`src/source/mmu_cache_settings.svh`:
```
`ifndef MMU_CACHE_SETTINGS_SVH
`define MMU_CACHE_SETTINGS_SVH

// cache word index, 256 words in lines of two.
`define MMU_CACHE_IDX_W 8

// translation index, virtual address bits 17 to 10.
`define MMU_CACHE_TLB_IDX_W 8

// physical frame number.
`define MMU_CACHE_FRAME_W 14

// virtual page tag, virtual address bits 31 to 18.
`define MMU_CACHE_VTAG_W 14

// stored cache tag is the frame followed by the translation index.
`define MMU_CACHE_PTAG_W 22

`endif
```
`src/source/cache_data_pkg.sv`:
```
`default_nettype none

`include "mmu_cache_settings.svh"

package cache_data_pkg;

  localparam int ENTRY_PAD_W = 32 - 1 - `MMU_CACHE_VTAG_W - `MMU_CACHE_FRAME_W;

  // translation entry as written by the CPU.
  typedef struct packed {
    logic [ENTRY_PAD_W-1:0]        pad;    // unused.
    logic                          valid;
    logic [`MMU_CACHE_VTAG_W-1:0]  vtag;
    logic [`MMU_CACHE_FRAME_W-1:0] frame;
  } tlb_entry_t;

  typedef union packed {
    logic [31:0] word;
    tlb_entry_t  entry;
  } wdata_u;

endpackage

`default_nettype wire

```
`src/source/cache_addr_pkg.sv`:
```
`default_nettype none

`include "mmu_cache_settings.svh"

package cache_addr_pkg;

  localparam int OFF_W      = 2;                                 // byte offset in a word.
  localparam int LINE_W     = `MMU_CACHE_IDX_W - 1;              // line index bits.
  localparam int UPPER_W    = 32 - `MMU_CACHE_IDX_W - OFF_W;
  localparam int PAGE_OFF_W = 32 - `MMU_CACHE_VTAG_W - `MMU_CACHE_TLB_IDX_W;

  // cache view, bit 2 picks the word within a line.
  typedef struct packed {
    logic [UPPER_W-1:0]          upper;
    logic [`MMU_CACHE_IDX_W-1:0] idx;
    logic [OFF_W-1:0]            off;
  } cache_view_t;

  // translation view.
  typedef struct packed {
    logic [`MMU_CACHE_VTAG_W-1:0]    vtag;
    logic [`MMU_CACHE_TLB_IDX_W-1:0] tidx;
    logic [PAGE_OFF_W-1:0]           page_off;
  } tlb_view_t;

  typedef union packed {
    cache_view_t cache;
    tlb_view_t   tlb;
  } vaddr_u;

endpackage

`default_nettype wire

```
`src/source/miss_ctrl.sv`:
```
`timescale 1ns/1ps
`default_nettype none

`include "mmu_cache_settings.svh"

module miss_ctrl (
  input  wire                           CPU_CLK,
  input  wire                           RST,
  input  wire                           cpu_req,
  input  wire                           cpu_we,
  input  wire                           cpu_tlb_we,
  input  wire cache_addr_pkg::vaddr_u   cpu_addr,
  input  wire cache_data_pkg::wdata_u   cpu_wdata,
  output logic                          cpu_ready,
  output logic                          cpu_ack,
  output logic [31:0]                   cpu_rdata,
  output logic                          cpu_fault,
  input  wire [`MMU_CACHE_FRAME_W-1:0]  frame,
  input  wire                           fault,
  input  wire                           hit,
  input  wire [31:0]                    cache_rdata,
  output logic                          mem_req,
  output logic                          mem_we,
  output logic [29:0]                   mem_addr,
  output logic [31:0]                   mem_wdata,
  input  wire                           mem_ack,
  input  wire [31:0]                    mem_rdata,
  output cache_addr_pkg::vaddr_u        lookup_addr,
  output logic                          fill_we,
  output logic [`MMU_CACHE_IDX_W-1:0]   fill_idx,
  output logic [31:0]                   fill_word,
  output logic                          fill_tag_we,
  output logic                          store_we,
  output cache_data_pkg::wdata_u        store_data,
  output logic                          entry_we,
  output cache_addr_pkg::vaddr_u        entry_addr,
  output cache_data_pkg::wdata_u        entry_data
);

  localparam logic [2:0] ST_LOOKUP = 3'd0;
  localparam logic [2:0] ST_FILL1  = 3'd1;
  localparam logic [2:0] ST_FILL2  = 3'd2;
  localparam logic [2:0] ST_WRITE  = 3'd3;
  localparam logic [2:0] ST_RESP   = 3'd4;

  logic [2:0]             state;
  logic                   req_v_q, req_we_q, req_tlb_q;
  cache_addr_pkg::vaddr_u req_addr_q;
  cache_data_pkg::wdata_u req_wdata_q;
  logic [31:0]            resp_word_q;
  logic                   mem_req_q, word_sel_q;
  logic                   in_lookup, quick, go_busy, accept, mem_done;

  assign in_lookup = (state == ST_LOOKUP);
  assign quick     = req_v_q && (req_tlb_q || fault || (!req_we_q && hit));   // one cycle answer.
  assign go_busy   = in_lookup && req_v_q && !quick;
  assign cpu_ready = in_lookup && !go_busy;
  assign accept    = cpu_req && cpu_ready;
  assign mem_done  = mem_req_q && mem_ack;

  assign cpu_ack   = (in_lookup && quick) || (state == ST_RESP);
  assign cpu_fault = in_lookup && req_v_q && !req_tlb_q && fault;
  assign cpu_rdata = (state == ST_RESP) ? resp_word_q : cache_rdata;

  // hold the lookup on the request while busy, keeps frame and tag stable.
  assign lookup_addr = cpu_ready ? cpu_addr : req_addr_q;

  assign entry_we   = accept && cpu_tlb_we;
  assign entry_addr = cpu_addr;
  assign entry_data = cpu_wdata;

  assign store_we    = in_lookup && req_v_q && req_we_q && !req_tlb_q && !fault;
  assign store_data  = req_wdata_q;
  assign fill_we     = ((state == ST_FILL1) || (state == ST_FILL2)) && mem_done;
  assign fill_tag_we = (state == ST_FILL2) && mem_done;
  assign fill_idx    = {req_addr_q.cache.idx[`MMU_CACHE_IDX_W-1:1], word_sel_q};
  assign fill_word   = mem_rdata;

  assign mem_req   = mem_req_q;
  assign mem_we    = (state == ST_WRITE);
  assign mem_addr  = {frame, req_addr_q.tlb.tidx, fill_idx};   // physical word address.
  assign mem_wdata = req_wdata_q.word;

  always_ff @(posedge CPU_CLK)
  begin
    if (!RST)
    begin
      state      <= ST_LOOKUP;
      req_v_q    <= 1'b0;
      mem_req_q  <= 1'b0;
      word_sel_q <= 1'b0;
    end
    else
    begin
      case (state)
        ST_LOOKUP:
        begin
          req_v_q <= accept;
          if (go_busy)
          begin
            state      <= req_we_q ? ST_WRITE : ST_FILL1;
            mem_req_q  <= 1'b1;
            word_sel_q <= req_addr_q.cache.idx[0];   // requested word goes first.
          end
        end
        ST_FILL1:
        begin
          if (mem_done)
          begin
            mem_req_q  <= 1'b0;
            word_sel_q <= ~word_sel_q;
            state      <= ST_FILL2;
          end
        end
        ST_FILL2:
        begin
          if (!mem_req_q)
            mem_req_q <= 1'b1;   // after one idle cycle.
          else if (mem_ack)
          begin
            mem_req_q <= 1'b0;
            state     <= ST_RESP;
          end
        end
        ST_WRITE:
        begin
          if (mem_done)
          begin
            mem_req_q <= 1'b0;
            state     <= ST_RESP;
          end
        end
        default:
          state <= ST_LOOKUP;
      endcase
    end
  end

  always_ff @(posedge CPU_CLK)
  begin
    if (accept)
    begin
      req_we_q    <= cpu_we;
      req_tlb_q   <= cpu_tlb_we;
      req_addr_q  <= cpu_addr;
      req_wdata_q <= cpu_wdata;
    end
    if ((state == ST_FILL1) && mem_done)
      resp_word_q <= mem_rdata;
  end

endmodule

`default_nettype wire

```
`config.mk`:
```
export PLATFORM = sky130hd
export DESIGN_NAME = miss_ctrl
export DESIGN_NICKNAME = d
export VERILOG_FILES = /design/src/source/cache_data_pkg.sv /design/src/source/cache_addr_pkg.sv /design/src/source/miss_ctrl.sv
export VERILOG_INCLUDE_DIRS = /design/src /design/src/source
export SDC_FILE = /design/constraint.sdc
export NUM_CORES = 1
export LEC_CHECK = 0
export BUFFER_PORTS_ARGS = -buffer_cell sky130_fd_sc_hd__buf_2
export CAP_MARGIN = 20
export CORE_AREA = 2 2 164 166
export CTS_CLUSTER_DIAMETER = 150
export DETAILED_ROUTE_END_ITERATION = 8
export DIE_AREA = 0 0 166 168
export SLEW_MARGIN = 20
export SYNTH_ARGS = -nofsm -noshare
export SYNTH_HDL_FRONTEND = slang
export SYNTH_SLANG_ARGS = --single-unit
```
`constraint.sdc`:
```
create_clock -name CPU_CLK -period 3.8 [get_ports CPU_CLK]
set_clock_uncertainty 0.1 [all_clocks]
set_input_delay 0.57 -clock CPU_CLK [delete_from_list [all_inputs] [get_ports CPU_CLK]]
set_output_delay 0.57 -clock CPU_CLK [all_outputs]
set_load 0.005 [all_outputs]
```
; ---- Word level (Yosys, flattened, before mapping)
; Cells that the tools add are included.
[totals]
reg_bits = 104
out_inout_bits = 271
wordCells = 70
[op_classes]
eq_ne = 10
muxes = 17
bitwise_logic = 1
n_reduce_logical = 33
[ops]
columns = op, count
row1 = 32-bit 2-to-1 mux, 2
row2 = 1-bit logical AND, 17
row3 = 3-bit 2-to-1 mux, 5
row4 = 3-bit one-hot mux with 4 select lines, 1
row5 = "3-bit by 2-bit == test with 1-bit output, second input constant", 2
row6 = 1-bit 2-to-1 mux, 6
row7 = "2-bit by 1-bit != test with 1-bit output, second input constant", 3
row8 = "2-bit != test, second input constant", 3
row9 = 3-bit AND reduction, 2
row10 = 1-bit zero test, 5
row11 = 5-bit AND reduction, 1
row12 = 1-bit logical OR, 4
row13 = "3-bit by 1-bit == test with 1-bit output, second input constant", 1
row14 = "3-bit == test, second input constant", 1
row15 = 3-bit zero test, 1
row16 = 1-bit one-hot mux with 3 select lines, 1
row17 = 3-bit nonzero test, 1
row18 = 2-bit 2-to-1 mux, 1
row19 = 1-bit one-hot mux with 2 select lines, 1
row20 = 2-bit nonzero test, 1
row21 = 2-bit OR reduction, 1
row22 = 1-bit inverter, 1

; ---- Depth between registers and ports, before layout
[depth]
depth_word = 10
ltp_mapped = 7
depth_no_buf = 5

; ---- Worst setup path after synthesis
; OpenSTA, ideal clock, no wires.
[synth_path]
path_kind = reg2reg
start = register state[0]
end = register resp_word_q[0] (enable)
setup_time_ps = 461
arrival_time_ps = 2938
required_ps = 3239
path_slack_ps = 301
stages_incl_launch_ff = 4
n_path_buf = 1
path_cell_list = dfxtp_1 -> buf_2 -> nand3_1 -> nor3_1
[synth_via]
elab_chain_len = 2
[synth_lines]
columns = item, line_no
row1 = "start, declared", miss_ctrl.sv:46  ; logic [2:0] state;
row2 = "start signal, assigned", miss_ctrl.sv:101  ; state <= req_we_q ? ST_WRITE : ST_FILL1;
row3 = 3-bit by 1-bit == test with 1-bit output, miss_ctrl.sv:148  ; if ((state == ST_FILL1) && mem_done)
row4 = 1-bit logical AND, miss_ctrl.sv:148
row5 = "end signal, assigned", miss_ctrl.sv:149  ; resp_word_q <= mem_rdata;
row6 = "end, declared", miss_ctrl.sv:50  ; logic [31:0] resp_word_q;
; Every way passes these cells.
; A chain may end at the register's enable or synchronous reset.

; ---- Final worst setup path
[layout_path]
start = register state[0]
end = output entry_we
[layout_via]
elab_chain_len = 7
[layout_lines]
columns = item, line_no
row1 = 3-bit zero test (*), miss_ctrl.sv:54  ; assign in_lookup = (state == ST_LOOKUP);
row2 = 1-bit logical AND (2 in series), miss_ctrl.sv:56  ; assign go_busy = in_lookup && req_v_q && !quick;
row3 = 1-bit zero test, miss_ctrl.sv:57  ; assign cpu_ready = in_lookup && !go_busy;
row4 = 1-bit logical AND (*), miss_ctrl.sv:57
row5 = 1-bit logical AND (*), miss_ctrl.sv:58  ; assign accept = cpu_req && cpu_ready;
row6 = 1-bit logical AND (*), miss_ctrl.sv:68  ; assign entry_we = accept && cpu_tlb_we;
row7 = "end, declared", miss_ctrl.sv:35  ; output logic entry_we,
; Mark *: on every way between the ends. The rest lies on a longest branch, timed or not.

==> results_dict.tcl <==
set metrics [dict create \
    run_status "completed" \
    vdd_drop_max_mv 0.145 \
    critPathTopFamily "buffers and inverters" \
    clock_path_buffers 2 \
    synthTopCellsByArea "edfxtp_1 (54%), buf_4 (23%), nand2_1 (6.7%), mux2_2 (6.5%), dfxtp_1 (2.2%)" \
    crit_chain "nor3_4 > o31ai_4 > inv_2 > buf_4 > and3_1 > buf_2" \
    synth_async_sr_flop_share_pct 0 \
    start_util_pct 20.5 \
    die_y_um 168 \
    vias_per_cell 3.75 \
    layout_min_cycle_time_ns 2.78 \
    powerDensity_mw_per_mm2 397 \
    cp.arrival_ns 2.11 \
    grt_pass1_wl_um 22100 \
    area_delta_synth_final_pct 26.3 \
    fin_cells 1032 \
    rows 60 \
    place_hpwl_um 12500 \
    boundaryPins 421 \
    grt_pass1_vias 3622 \
    pre_cts_slack_ns 1.14 \
    hold_class "input pin to flip-flop" \
    avgSynthCellArea_um2 11.9 \
    synth_edf_count 98 \
    hold_violations 0 \
    core_area_mm2 0.0264 \
    grt_overflow 0 \
    drv_cap 0 \
    worstHoldStart "cpu_we" \
    fin_crit_sh_pct 73.1 \
    via_count 3865 \
    die_area_mm2 0.0279 \
    intPower_mw 1.99 \
    required_ns 3.13 \
    dp.cells 1015 \
    layout-drive-gt1-share_pct 65.5 \
    avgRoutedWirePerCell_um 15.3 \
    clkTransAtPathRegs_ns 0.08 \
    cts_tree "done" \
    insertion_delay_ns 0.35 \
    fmax_mhz 360 \
    crit_start "state[0]$_SDFFE_PN0P_" \
    whs_ns 0.289 \
    route.detailed.drc 0 \
    synth_nets 605 \
    synth_top_area_cell "edfxtp_1" \
    synth_area_mm2 0.00540 \
    initialDrtViolationCount 243 \
    setup.worst_path.end_class "primary output" \
    antenna_left 0 \
    post_cts_resized 0 \
    cp_slowest_stage_delay_ns 0.45 \
    portBuffers 392 \
    yosysSeqAreaShare_pct 56.7 \
    post_cts_buffers 0 \
    pwr-share-comb_pct 15.3 \
    switching_share_pct 26.7 \
    synth_top_flop_cell "edfxtp_1" \
    p_leak_nw 3.21 \
    worstPathMaxFanout 28 \
    rr_startpoint "state[0]$_SDFFE_PN0P_" \
    postSynthCellCount 455 \
    grt_antenna_before_repair 1 \
    rsz0062_at_grt "no" \
    synth.distinct_cells 35 \
    worst_pin_slew_ns 0.475 \
    wirelength_um 15800 \
    switchingPower_mw 0.722 \
    synth_top_area_share_pct 54.5 \
    htreeDepth 3 \
    setup_slack_ns 1.02 \
    slowest_stage "dfxtp_1" \
    clkSinkCount 104 \
    clockRootBuffer "clkbuf_16" \
    power_frac_seq_pct 49.7 \
    synthTopCellsByCount "buf_4 (167), edfxtp_1 (98), nand2_1 (96)" \
    dr.pass1.iters 4 \
    cts_hold_buf 0 \
    power_mw 2.71 \
    grt_usage_pct 10.8 \
    critPathKind "flip-flop to primary output" \
    grt_max_degree 38 \
    slew-limit-headroom_pct 68.3 \
    nets 835 \
    crit_path_start_kind "flip-flop" \
    setup_viol 0 \
    slew_violations 0 \
    die_w_um 166 \
    place_congestion 0.853 \
    clockPowerShare_pct 35.0 \
    ys_ff_latch 104 \
    setup_tns_ns 0 \
    synth_warnings 0 \
    synth.most_common_cell "buf_4" \
    numCtsBuffers 9 \
    crit_buf_inv 3 \
]
==> cells by family (layout without fill, tap and decap cells) <==
| kind of cell | count (synthesis) | count (layout) | synth area share [%] |
|---|---|---|---|
| muxes | 32 | 32 | 6.67 |
| DFF | 104 | 104 | 56.7 |
| AOI/OAI and AO/OA | 12 | 12 | 1.78 |
| other | 0 | 1 | 0 |
| buffers and inverters | 182 | 417 | 24.8 |
| and+or+nand+nor | 124 | 124 | 9.87 |
| xor gates and xnor gates | 1 | 1 | 0.162 |
==> path summary, 6_finish.rpt <==
path,endpoint,slack [ns],cells after the start
worst max-delay path,entry_we,1.02,6
worst min-delay path,req_we_q$_DFFE_PP_,0.29,1
worst max register to register,mem_wdata[30]$_DFFE_PP_,1.50,5
worst min register to register,mem_req$_SDFFE_PN0P_,0.45,2
==> flip-flops by register name, summed over array words and instances (netlist names) <==
register and flops:
req_tlb_q 1, word_sel_q 1, resp_word_q 32, req_v_q 1
req_we_q 1, req_addr_q 32, state 3, mem_req 1
mem_wdata 32
==> cell usage in the layout, fill, tap and decap left out, drive strengths merged <==
| cell | n |
|---|---|
| buf | 398 |
| edfxtp | 98 |
| nand2 | 96 |
| mux2 | 32 |
| clkbuf | 9 |
| nor2 | 8 |
| inv | 8 |
| dfxtp | 6 |
| nor3 | 6 |
| nor2b | 2 |
| o21ai | 2 |
| nand3 | 2 |
| a21oi | 2 |
| o41ai | 2 |
| nand2b | 2 |
| o31ai | 2 |
| and2 | 2 |
| clkinv | 2 |
| diode | 1 |
| and3 | 1 |
| nor4b | 1 |
| xnor2 | 1 |
| or3 | 1 |
| and4b | 1 |
| a22oi | 1 |
| o21a | 1 |
| or2 | 1 |
| a31oi | 1 |
| o2111ai | 1 |
| and3b | 1 |
==> stage by stage <==
step	cell area [um2]	util [%]
floorplan	5400	-
global placement	6530	24.8
finish	6820	25.9
global route	6820	25.9
CTS	6820	25.9
detailed placement	6530	24.8
==> power groups by stage <==
stage	logic [mW]	clock network, mW	registers [mW]
floorplan	0.259	0	1.37
global placement	0.420	0	1.37
detailed placement	0.423	0	1.37
CTS	0.424	1.00	1.35
global route	0.459	1.04	1.35
finish	0.414	0.948	1.35
==> layer usage <==
metal,vias to the layer above,wire length [um],global-route usage [%]
met3,10,1520,3.90
met4,0,251,3.40
met5,-,0,0
met1,1767,6400,12.7
met2,261,7620,18.4
li1,1827,-,-
==> area by class of cell <==
| class | count | area (um2) |
|---|---|---|
| fillers | 2786 | 19500 |
| clock inverters | 7 | 70.1 |
| flip-flops and latches | 104 | 3060 |
| diodes | 1 | 2.50 |
| well taps | 341 | 427 |
| repair buffers | 398 | 2020 |
| multi-input cells | 169 | 1010 |
| inverters | 3 | 11.3 |
| clock buffers | 9 | 225 |
Note: power is estimated with default switching activity, not from simulation.
